--- src/offload_pkg.sv ---
/* Offload path definitions
   Field widths, request and response structs and target codes */
package offload_pkg;

  // ----------------------------------------
  // Field widths
  // ----------------------------------------
  localparam int DATA_WIDTH = 32;
  localparam int ID_WIDTH   = 5;
  localparam int OP_WIDTH   = 2;

  // Target bit values, steer a request to the local or shared unit
  localparam logic TARGET_LOCAL  = 1'b0;
  localparam logic TARGET_SHARED = 1'b1;

  // ----------------------------------------
  // Stream payloads
  // ----------------------------------------

  // Request from the core, 72 bits
  typedef struct packed {
    logic [ID_WIDTH-1:0]   id;
    logic [OP_WIDTH-1:0]   op;
    logic [DATA_WIDTH-1:0] arga;
    logic [DATA_WIDTH-1:0] argb;
    logic                  target;
  } acc_req_t;

  // Response back to the core, 38 bits
  typedef struct packed {
    logic [ID_WIDTH-1:0]   id;
    logic [DATA_WIDTH-1:0] data;
    logic                  error;
  } acc_resp_t;

endpackage
--- src/mul_pkg.sv ---
/* Integer multiplier definitions
   Operation codes and iteration count of the shift-add unit */
package mul_pkg;

  // Supported operations, other codes answer with the error bit
  typedef enum logic [offload_pkg::OP_WIDTH-1:0] {
    MUL_LO = 0,
    MUL_HU = 1
  } mul_op_e;

  // One step per multiplier bit
  localparam int MUL_STEPS  = 32;
  localparam int STEP_WIDTH = $clog2(MUL_STEPS);

endpackage

--- src/offload_if.sv ---
/* Offload stream interfaces
   Valid/ready request and response channels between the blocks */
`timescale 1ns/100ps

interface acc_req_if;
  import offload_pkg::*;

  logic                  valid;
  logic                  ready;
  logic [ID_WIDTH-1:0]   id;
  logic [OP_WIDTH-1:0]   op;
  logic [DATA_WIDTH-1:0] arga;
  logic [DATA_WIDTH-1:0] argb;

  modport src (output valid, id, op, arga, argb, input ready);
  modport dst (input valid, id, op, arga, argb, output ready);
endinterface

interface acc_resp_if;
  import offload_pkg::*;

  logic                  valid;
  logic                  ready;
  logic [ID_WIDTH-1:0]   id;
  logic [DATA_WIDTH-1:0] data;
  logic                  error;

  modport src (output valid, id, data, error, input ready);
  modport dst (input valid, id, data, error, output ready);
endinterface

--- src/offload_cc.sv ---
/* Offload core complex
   Cuts the request path, steers to local multiplier or shared unit,
   merges responses and cuts the response path */
`timescale 1ns/100ps

module offload_cc (
  input  logic                                clk_i,
  input  logic                                rst_i,
  // Core request
  input  logic                                req_valid_i,
  output logic                                req_ready_o,
  input  logic [offload_pkg::ID_WIDTH-1:0]    req_id_i,
  input  logic [offload_pkg::OP_WIDTH-1:0]    req_op_i,
  input  logic [offload_pkg::DATA_WIDTH-1:0]  req_arga_i,
  input  logic [offload_pkg::DATA_WIDTH-1:0]  req_argb_i,
  input  logic                                req_target_i,
  // Core response
  output logic                                resp_valid_o,
  input  logic                                resp_ready_i,
  output logic [offload_pkg::ID_WIDTH-1:0]    resp_id_o,
  output logic [offload_pkg::DATA_WIDTH-1:0]  resp_data_o,
  output logic                                resp_error_o,
  // Shared unit request
  output logic                                sh_req_valid_o,
  input  logic                                sh_req_ready_i,
  output logic [offload_pkg::ID_WIDTH-1:0]    sh_req_id_o,
  output logic [offload_pkg::OP_WIDTH-1:0]    sh_req_op_o,
  output logic [offload_pkg::DATA_WIDTH-1:0]  sh_req_arga_o,
  output logic [offload_pkg::DATA_WIDTH-1:0]  sh_req_argb_o,
  // Shared unit response
  input  logic                                sh_resp_valid_i,
  output logic                                sh_resp_ready_o,
  input  logic [offload_pkg::ID_WIDTH-1:0]    sh_resp_id_i,
  input  logic [offload_pkg::DATA_WIDTH-1:0]  sh_resp_data_i,
  input  logic                                sh_resp_error_i
);
  import offload_pkg::*;

  acc_req_t  req_d, req_q;
  logic      req_q_valid, req_q_ready;
  logic      to_local, to_shared;
  acc_resp_t arb_resp, resp_q;
  logic      arb_valid, arb_ready;

  acc_req_if  mul_req ();
  acc_resp_if mul_resp ();
  acc_resp_if sh_resp ();

  // ----------------------------------------
  // Request path
  // ----------------------------------------
  assign req_d.id     = req_id_i;
  assign req_d.op     = req_op_i;
  assign req_d.arga   = req_arga_i;
  assign req_d.argb   = req_argb_i;
  assign req_d.target = req_target_i;

  spill_register #(
    .T (acc_req_t)
  ) i_spill_req (
    .clk_i   (clk_i),
    .rst_i   (rst_i),
    .valid_i (req_valid_i),
    .ready_o (req_ready_o),
    .data_i  (req_d),
    .valid_o (req_q_valid),
    .ready_i (req_q_ready),
    .data_o  (req_q)
  );

  // Target demux, ready from the selected side only
  assign to_local    = (req_q.target == TARGET_LOCAL);
  assign to_shared   = (req_q.target == TARGET_SHARED);
  assign req_q_ready = to_local ? mul_req.ready : sh_req_ready_i;

  assign mul_req.valid = req_q_valid & to_local;
  assign mul_req.id    = req_q.id;
  assign mul_req.op    = req_q.op;
  assign mul_req.arga  = req_q.arga;
  assign mul_req.argb  = req_q.argb;

  assign sh_req_valid_o = req_q_valid & to_shared;
  assign sh_req_id_o    = req_q.id;
  assign sh_req_op_o    = req_q.op;
  assign sh_req_arga_o  = req_q.arga;
  assign sh_req_argb_o  = req_q.argb;

  int_mul_unit i_int_mul_unit (
    .clk_i  (clk_i),
    .rst_i  (rst_i),
    .req_i  (mul_req),
    .resp_o (mul_resp)
  );

  // ----------------------------------------
  // Response path
  // ----------------------------------------
  assign sh_resp.valid   = sh_resp_valid_i;
  assign sh_resp.id      = sh_resp_id_i;
  assign sh_resp.data    = sh_resp_data_i;
  assign sh_resp.error   = sh_resp_error_i;
  assign sh_resp_ready_o = sh_resp.ready;

  resp_arbiter i_resp_arbiter (
    .clk_i    (clk_i),
    .rst_i    (rst_i),
    .local_i  (mul_resp),
    .shared_i (sh_resp),
    .resp_o   (arb_resp),
    .valid_o  (arb_valid),
    .ready_i  (arb_ready)
  );

  spill_register #(
    .T (acc_resp_t)
  ) i_spill_resp (
    .clk_i   (clk_i),
    .rst_i   (rst_i),
    .valid_i (arb_valid),
    .ready_o (arb_ready),
    .data_i  (arb_resp),
    .valid_o (resp_valid_o),
    .ready_i (resp_ready_i),
    .data_o  (resp_q)
  );

  assign resp_id_o    = resp_q.id;
  assign resp_data_o  = resp_q.data;
  assign resp_error_o = resp_q.error;

endmodule

--- src/int_mul_unit.sv ---
/* Iterative integer multiplier
   MUL and MULHU behind request and response streams, one in flight */
`timescale 1ns/100ps

module int_mul_unit (
  input  logic    clk_i,
  input  logic    rst_i,
  acc_req_if.dst  req_i,
  acc_resp_if.src resp_o
);
  import offload_pkg::*;
  import mul_pkg::*;

  logic      load;
  logic      step;
  logic      last;
  acc_resp_t result;

  mul_ctrl i_mul_ctrl (
    .clk_i        (clk_i),
    .rst_i        (rst_i),
    .req_valid_i  (req_i.valid),
    .req_ready_o  (req_i.ready),
    .last_i       (last),
    .resp_ready_i (resp_o.ready),
    .resp_valid_o (resp_o.valid),
    .load_o       (load),
    .step_o       (step)
  );

  // Restarts from zero on every new operation
  mul_counter i_mul_counter (
    .clk_i   (clk_i),
    .rst_i   (rst_i),
    .clear_i (load),
    .en_i    (step),
    .last_o  (last)
  );

  mul_datapath #(
    .WIDTH (DATA_WIDTH)
  ) i_mul_datapath (
    .clk_i  (clk_i),
    .rst_i  (rst_i),
    .load_i (load),
    .step_i (step),
    .id_i   (req_i.id),
    .op_i   (mul_op_e'(req_i.op)),
    .arga_i (req_i.arga),
    .argb_i (req_i.argb),
    .resp_o (result)
  );

  assign resp_o.id    = result.id;
  assign resp_o.data  = result.data;
  assign resp_o.error = result.error;

endmodule

--- src/mul_datapath.sv ---
/* Multiplier datapath
   Shift-add product registers and low/high word selection */
`timescale 1ns/100ps

module mul_datapath #(
  parameter int WIDTH = offload_pkg::DATA_WIDTH
) (
  input  logic                            clk_i,
  input  logic                            rst_i,
  input  logic                            load_i,
  input  logic                            step_i,
  input  logic [offload_pkg::ID_WIDTH-1:0] id_i,
  input  mul_pkg::mul_op_e                op_i,
  input  logic [WIDTH-1:0]                arga_i,
  input  logic [WIDTH-1:0]                argb_i,
  output offload_pkg::acc_resp_t          resp_o
);
  import offload_pkg::*;
  import mul_pkg::*;

  logic [ID_WIDTH-1:0]  id_q;
  mul_op_e              op_q;
  logic [2*WIDTH-1:0]   mcand_q;
  logic [WIDTH-1:0]     mplier_q;
  logic [2*WIDTH-1:0]   acc_q;
  logic [WIDTH-1:0]     word;

  always_ff @(posedge clk_i or posedge rst_i) begin
    if (rst_i) begin
      id_q     <= '0;
      op_q     <= MUL_LO;
      mcand_q  <= '0;
      mplier_q <= '0;
      acc_q    <= '0;
    end else if (load_i) begin
      id_q     <= id_i;
      op_q     <= op_i;
      mcand_q  <= {{WIDTH{1'b0}}, arga_i};
      mplier_q <= argb_i;
      acc_q    <= '0;
    end else if (step_i) begin
      // Add partial product for the current multiplier bit
      if (mplier_q[0]) begin
        acc_q <= acc_q + mcand_q;
      end
      mcand_q  <= mcand_q << 1;
      mplier_q <= mplier_q >> 1;
    end
  end

  // ----------------------------------------
  // Result selection
  // ----------------------------------------
  always_comb begin
    resp_o.id    = id_q;
    resp_o.error = 1'b0;
    word         = '0;
    case (op_q)
      MUL_LO: word = acc_q[WIDTH-1:0];
      MUL_HU: word = acc_q[2*WIDTH-1:WIDTH];
      default: resp_o.error = 1'b1;
    endcase
    resp_o.data = DATA_WIDTH'(word);
  end

endmodule

--- src/mul_counter.sv ---
/* Multiplier step counter
   Counts shift-add steps and flags the final one */
`timescale 1ns/100ps

module mul_counter (
  input  logic clk_i,
  input  logic rst_i,
  input  logic clear_i,
  input  logic en_i,
  output logic last_o
);
  import mul_pkg::*;

  logic [STEP_WIDTH-1:0] count_q;

  always_ff @(posedge clk_i or posedge rst_i) begin
    if (rst_i) begin
      count_q <= '0;
    end else if (clear_i) begin
      count_q <= '0;
    end else if (en_i) begin
      count_q <= count_q + 1'b1;
    end
  end

  assign last_o = (count_q == STEP_WIDTH'(MUL_STEPS - 1));

endmodule

--- src/mul_ctrl.sv ---
/* Multiplier control
   FSM for accept, iterate and deliver of one operation at a time */
`timescale 1ns/100ps

module mul_ctrl (
  input  logic clk_i,
  input  logic rst_i,
  input  logic req_valid_i,
  output logic req_ready_o,
  input  logic last_i,
  input  logic resp_ready_i,
  output logic resp_valid_o,
  output logic load_o,
  output logic step_o
);

  typedef enum logic [1:0] {
    IDLE,
    BUSY,
    DONE
  } state_e;

  state_e state_q, state_d;

  always_comb begin
    state_d = state_q;
    case (state_q)
      IDLE: begin
        if (req_valid_i) begin
          state_d = BUSY;
        end
      end
      BUSY: begin
        // Last step completes on this edge
        if (last_i) begin
          state_d = DONE;
        end
      end
      DONE: begin
        if (resp_ready_i) begin
          state_d = IDLE;
        end
      end
      default: state_d = IDLE;
    endcase
  end

  always_ff @(posedge clk_i or posedge rst_i) begin
    if (rst_i) begin
      state_q <= IDLE;
    end else begin
      state_q <= state_d;
    end
  end

  assign req_ready_o  = (state_q == IDLE);
  assign load_o       = req_valid_i & (state_q == IDLE);
  assign step_o       = (state_q == BUSY);
  assign resp_valid_o = (state_q == DONE);

endmodule

--- src/resp_arbiter.sv ---
/* Response arbiter
   Round-robin merge of the local and shared response streams */
`timescale 1ns/100ps

module resp_arbiter (
  input  logic                  clk_i,
  input  logic                  rst_i,
  acc_resp_if.dst               local_i,
  acc_resp_if.dst               shared_i,
  output offload_pkg::acc_resp_t resp_o,
  output logic                  valid_o,
  input  logic                  ready_i
);
  import offload_pkg::*;

  // Set when the shared input has priority
  logic prio_shared_q;
  logic grant_shared;
  logic out_xfer;

  assign grant_shared = shared_i.valid & (~local_i.valid | prio_shared_q);

  assign valid_o  = local_i.valid | shared_i.valid;
  assign out_xfer = valid_o & ready_i;

  // Payload follows the grant
  always_comb begin
    if (grant_shared) begin
      resp_o.id    = shared_i.id;
      resp_o.data  = shared_i.data;
      resp_o.error = shared_i.error;
    end else begin
      resp_o.id    = local_i.id;
      resp_o.data  = local_i.data;
      resp_o.error = local_i.error;
    end
  end

  // Only the granted side sees ready
  assign local_i.ready  = ready_i & local_i.valid & ~grant_shared;
  assign shared_i.ready = ready_i & grant_shared;

  // ----------------------------------------
  // Priority flips on every transfer
  // ----------------------------------------
  always_ff @(posedge clk_i or posedge rst_i) begin
    if (rst_i) begin
      prio_shared_q <= 1'b0;
    end else if (out_xfer) begin
      prio_shared_q <= ~prio_shared_q;
    end
  end

endmodule

--- src/spill_register.sv ---
/* Spill register
   Two-entry valid/ready stage, cuts the path in both directions */
`timescale 1ns/100ps

module spill_register #(
  parameter type T = logic
) (
  input  logic clk_i,
  input  logic rst_i,
  input  logic valid_i,
  output logic ready_o,
  input  T     data_i,
  output logic valid_o,
  input  logic ready_i,
  output T     data_o
);

  logic a_full_q, a_full_d;
  logic b_full_q, b_full_d;
  logic ready_q;
  logic in_xfer, out_xfer;
  logic load_a_in, load_a_from_b, load_b;
  T     a_data_q, b_data_q;

  assign in_xfer  = valid_i & ready_q;
  assign out_xfer = a_full_q & ready_i;

  // Next fill state, A is the head entry
  always_comb begin
    a_full_d      = a_full_q;
    b_full_d      = b_full_q;
    load_a_in     = 1'b0;
    load_a_from_b = 1'b0;
    load_b        = 1'b0;
    if (out_xfer) begin
      if (b_full_q) begin
        // Input is closed while B holds an item
        load_a_from_b = 1'b1;
        b_full_d      = 1'b0;
      end else if (in_xfer) begin
        load_a_in = 1'b1;
      end else begin
        a_full_d = 1'b0;
      end
    end else if (in_xfer) begin
      if (a_full_q) begin
        load_b   = 1'b1;
        b_full_d = 1'b1;
      end else begin
        load_a_in = 1'b1;
        a_full_d  = 1'b1;
      end
    end
  end

  always_ff @(posedge clk_i or posedge rst_i) begin
    if (rst_i) begin
      a_full_q <= 1'b0;
      b_full_q <= 1'b0;
      ready_q  <= 1'b0;
    end else begin
      a_full_q <= a_full_d;
      b_full_q <= b_full_d;
      // Registered ready, no path from ready_i
      ready_q  <= ~b_full_d;
    end
  end

  always_ff @(posedge clk_i) begin
    if (load_a_in) begin
      a_data_q <= data_i;
    end else if (load_a_from_b) begin
      a_data_q <= b_data_q;
    end
    if (load_b) begin
      b_data_q <= data_i;
    end
  end

  assign ready_o = ready_q;
  assign valid_o = a_full_q;
  assign data_o  = a_data_q;

endmodule

--- config.mk ---
export PLATFORM = sky130hd
export DESIGN_NAME = offload_cc
export DESIGN_NICKNAME = d
export VERILOG_FILES = /design/src/offload_pkg.sv /design/src/mul_pkg.sv /design/src/offload_if.sv /design/src/offload_cc.sv /design/src/int_mul_unit.sv /design/src/mul_datapath.sv /design/src/mul_counter.sv /design/src/mul_ctrl.sv /design/src/resp_arbiter.sv /design/src/spill_register.sv
export SDC_FILE = /design/constraint.sdc
export NUM_CORES = 1
export LEC_CHECK = 0
export BUFFER_PORTS_ARGS = -buffer_cell sky130_fd_sc_hd__clkbuf_2
export CELL_PAD_IN_SITES_DETAIL_PLACEMENT = 0
export CELL_PAD_IN_SITES_GLOBAL_PLACEMENT = 2
export CORE_MARGIN = 2
export CORE_UTILIZATION = 35
export CTS_CLUSTER_DIAMETER = 30
export DETAILED_ROUTE_END_ITERATION = 7
export GPL_TIMING_DRIVEN = 1
export PLACE_DENSITY_LB_ADDON = 0.1
export SYNTH_ARGS = -nofsm -noshare
export SYNTH_HDL_FRONTEND = slang
export SYNTH_SLANG_ARGS = --single-unit
--- constraint.sdc ---
create_clock -name clk_i -period 5.3 [get_ports clk_i]
set_clock_uncertainty 0.1 [all_clocks]
set_input_delay 0.265 -clock clk_i [delete_from_list [all_inputs] [get_ports clk_i]]
set_output_delay 0.265 -clock clk_i [all_outputs]
set_load 0.03 [all_outputs]
==> results.txt <==
The startpoint class of the critical path is a flip-flop. The die covers 59,700 um2. Synthesis inferred 401 register bits. The initial antenna violation count came out at 0. The number of nets in the synthesized netlist is 2,017. The number of buffers on the longest clock path came out at 3.

The most used flip-flop cell after synthesis is edfxtp_1. After filler insertion, the fill cell instance count of the layout stands at 5,364. After the first detailed-routing iteration, the DRC count stood at 757.

The CTS H-tree depth came out at 3. The highest clock rate came out at 271 MHz. The floorplan die width is 244 um.

The placeable core region is 57,400 um2. The number of ports placed on the die boundary is 229. The number of flops mapped to enable cells by yosys is 220. The setup TNS after final layout is 0 ps. In this run, CTS created clock tree buffers numbering 113. The number of cells produced by synthesis came out at 1,835. The area of the mapped netlist is 20,200 um2. For this block, the routed nets add up to 57.3 mm of wire. The slew at the pin closest to its max-slew limit is 1200 ps. Across the run, the number of max-cap violations was 0.

The routed design could run at a clock period as short as 3700 ps. The final RePlAce weighted congestion came out at 0.856. The power density over cell area came out at 732 nW/um2. The post-synthesis average cell area came out at 11.0 um2.

The number of global-route vias before repair is 15,700. The root buffer cell chosen for the clock tree is clkbuf_16. The worst endpoint data arrival time came out at 4090 ps. Summing all non-filler instances in the final layout gives an area of 26,700 um2. The run finished with clean final reports. The number of warnings issued by yosys came out at 0.

The count of input and output buffers came out at 228. In the final design database the tool counted 2,324 nets. The antenna diode count is 0. The area of placed instances came out at 21,700 um2.

In this run the vertical extent of the chip is 244 um. The DRC violations left came out at 0. The maximum number of pins on one net before global-route repair came out at 96. The detailed router placed 15,000 vias in this run. The remaining max-slew budget at the tightest pin came out at 19.8%.

The required arrival time at the worst endpoint came out at 5690 ps. The largest fanout on the critical path is 5. The iteration count of the initial detailed-routing pass is 5.

The total clock sinks came out at 401. The critical path starts at i_int_mul_unit.i_mul_datapath.acc_q[0]$_DFFE_PP0P_. The clock reaches the later pin of the worst-skew pair after 650 ps.

The worst-case reg-to-reg path depth is 12. Following the worst setup path forward leads to its endpoint at i_int_mul_unit.i_mul_datapath.acc_q[60]$_DFFE_PP0P_. Once detailed placement completed, the half-perimeter wirelength came to 38.8 mm.

The setup path with the least slack is of type flip-flop to flip-flop. The maximum resistive drop on vdd came out at 418 uV. After synthesis, the share of flip-flops with an asynchronous set or reset is 45.1%. Across all register-to-register paths, the minimum setup slack is 1600 ps. The number of nets with antenna violations after detailed routing came out at 0.

The count of final max-slew check failures is 0. The total number of placement rows is 88. Summed over all layers, the global routing overflow is 0. TritonCTS built the clock tree. Summed over all cells, the static leakage comes to 11.6 nW.

The synthesis-to-layout area growth came out at 32.0%. The overall power came out at 19.5 mW. The starting density of the core is 35.2%. The post-route core utilization is 46.5%.

The register area came out at 11,100 um2. Setup repair after global routing left no endpoint under its margin. Summing all multi-input logic gate instances after layout gives 8190 um2. Counting distinct cell types in the post-synthesis netlist gives 68.

The endpoint identified for the worst register-to-register timing path is i_int_mul_unit.i_mul_datapath.acc_q[60]$_DFFE_PP0P_. In this run the critical register-to-register path is launched from i_int_mul_unit.i_mul_datapath.acc_q[0]$_DFFE_PP0P_. The wire length per cell is 19.1 um. The sequential element share of the synthesized area is 55.1%. After clock tree synthesis, the clock-pin slew on the worst setup and hold paths is 40 ps.

The fraction of layout instances using a drive strength above 1 came out at 26.8%. STA classifies the critical path endpoint as a flip-flop. The worst hold path belongs to the class input pin to async pin.

Global routing used 19.3% of the available tracks across all layers. The ratio of final minimum period to clock period came out at 69.7%. The via density per instance came out at 4.98. Setup violations remaining at the end of the flow were counted as 0. The global-route wire length before repair came out at 90.1 mm. The total count of hold-check failures in the final report came out at 0.
[logic make-up after synthesis]
| family | Yosys count | share of synthesized area (%) |
|---|---|---|
| flip-flops | 401 | 55.1 |
| AND/OR/NAND/NOR | 574 | 12.0 |
| AO/OA/AOI/OAI | 362 | 11.3 |
| XOR/XNOR | 60 | 2.60 |
| buffers and inverters | 189 | 4.87 |
| multiplexers | 183 | 9.97 |
| adder cells (fa/ha/maj) | 66 | 4.12 |
[placed cells by master (no fill, tap or decap), types with 18 or more instances in the layout]
cell	instances
nor2_1	104
clkinv_2	23
clkinv_1	21
dfrtp_1	181
ha_1	65
mux2i_1	35
mux2_2	148
dlygate4sd3_1	115
nand2_1	339
a21o_1	46
xnor2_1	30
a21oi_1	73
inv_1	18
clkbuf_16	114
edfxtp_1	220
nand3_1	51
clkbuf_2	228
a31oi_1	45
o21ai_0	85
a22oi_1	33
xor2_1	30
[synthesized netlist by cell type (2+ instances only)]
library cell	count	area share, %
a221oi_1	3	0.13
nor2_1	107	2.0
nand2b_1	6	0.19
edfxtp_1	220	33
nor4_1	6	0.19
nand2_2	2	0.062
a211oi_1	3	0.11
o31ai_1	3	0.11
a22o_1	5	0.22
nand2_1	339	6.3
o21ai_0	85	2.1
xor2_1	30	1.3
buf_2	7	0.17
clkbuf_1	89	1.7
a31o_2	2	0.087
dfrtp_1	181	22
a21o_1	46	1.7
inv_1	19	0.35
mux2_2	148	8.2
o21bai_1	12	0.45
nor2b_1	13	0.40
ha_1	65	4.0
o21a_1	5	0.19
a22oi_1	34	1.3
o21ai_1	17	0.42
nor3b_1	3	0.11
buf_4	71	2.6
o211ai_1	8	0.30
mux2i_1	35	1.7
nand3_1	52	1.3
buf_1	3	0.056
and2_1	4	0.12
and3_1	7	0.22
o41ai_1	2	0.087
nor3_1	14	0.35
a31oi_1	45	1.4
a21oi_1	74	1.8
xnor2_1	30	1.3
a41oi_2	2	0.16
nand4_1	10	0.31
[layout make-up]
cell class              instances  share of cell area, %
inverters                      19                  0.286
flip-flops and latches        401                   41.7
clock buffers                 131                   11.0
well taps                     765                   3.58
repair buffers                362                   9.21
clock inverters                84                   3.58
multi-input cells            1245                   30.7
[through the flow]
step	hold slack [ps]	setup WS [ps]	std cells
floorplan	264	19.7	1835
global placement	358	1630	2677
detailed placement	358	1600	2677
CTS	202	1580	3007
global route	221	1420	3007
finish	231	1600	3007
[how the worst min path moves through the flow]
stage                    from                                                      to
2_1_floorplan    req_target_i                       i_spill_req.b_data_q[0]$_DFFE_PP_
5_1_grt        req_arga_i[12]                      i_spill_req.b_data_q[45]$_DFFE_PP_
4_1_cts        req_arga_i[13]                      i_spill_req.b_data_q[46]$_DFFE_PP_
6_report                rst_i  i_int_mul_unit.i_mul_datapath.mplier_q[20]$_DFFE_PP0P_
3_3_place_gp    req_argb_i[3]                       i_spill_req.b_data_q[4]$_DFFE_PP_
3_5_place_dp   req_argb_i[23]                      i_spill_req.b_data_q[24]$_DFFE_PP_
[timing repair]
item | 4_1_cts | 5_1_grt
setup buffers | 0 | 0
gates resized for setup | 0 | 0
hold buffers | 115 | 0
endpoints found under the hold margin | 313 | 0
[metal layers]
metal / part of all wire (%) / up-vias / GRT usage [%] / routed length, um
met4: 1.8 / 0 / 6.67 / 1030
met3: 4.1 / 73 / 3.50 / 2330
met2: 45 / 317 / 29.9 / 26000
met1: 49 / 7394 / 27.1 / 28000
met5: 0 / - / 0 / 0
li1: - / 7191 / - / -
[power breakdown]
group | internal, mW | leakage, nW | switching (mW)
combinational | 2.54 | 5.38 | 4.75
clock | 4.74 | 1.85 | 2.05
sequential | 4.66 | 4.35 | 0.802
total | 11.9 | 11.6 | 7.60
[state kept, by name, indices dropped and copies added, names as in the netlist, 2 cells and up]
signal and cells:
i_spill_req.b_data_q 72, i_spill_req.data_o 72, i_int_mul_unit.i_mul_datapath.acc_q 64, i_int_mul_unit.i_mul_datapath.mcand_q 64
i_spill_resp.b_data_q 38, i_spill_resp.data_o 38, i_int_mul_unit.i_mul_datapath.mplier_q 32, i_int_mul_unit.i_mul_counter.count_q 5
i_int_mul_unit.i_mul_datapath.id_q 5, i_int_mul_unit.i_mul_ctrl.state_q 2, i_int_mul_unit.i_mul_datapath.op_q 2
[worst max-delay path, stage by stage, from the launching register on]
cell	delay [ps]
dfrtp_1	410
ha_1	230
fa_1	460
a21o_1	210
a21oi_1	270
o21a_1	210
nor2_1	110
a21oi_1	410
o21a_1	360
o21ai_2	190
a221oi_1	330
xor2_1	170
o21ai_0	80
Note: power is estimated with default switching activity, not from simulation.
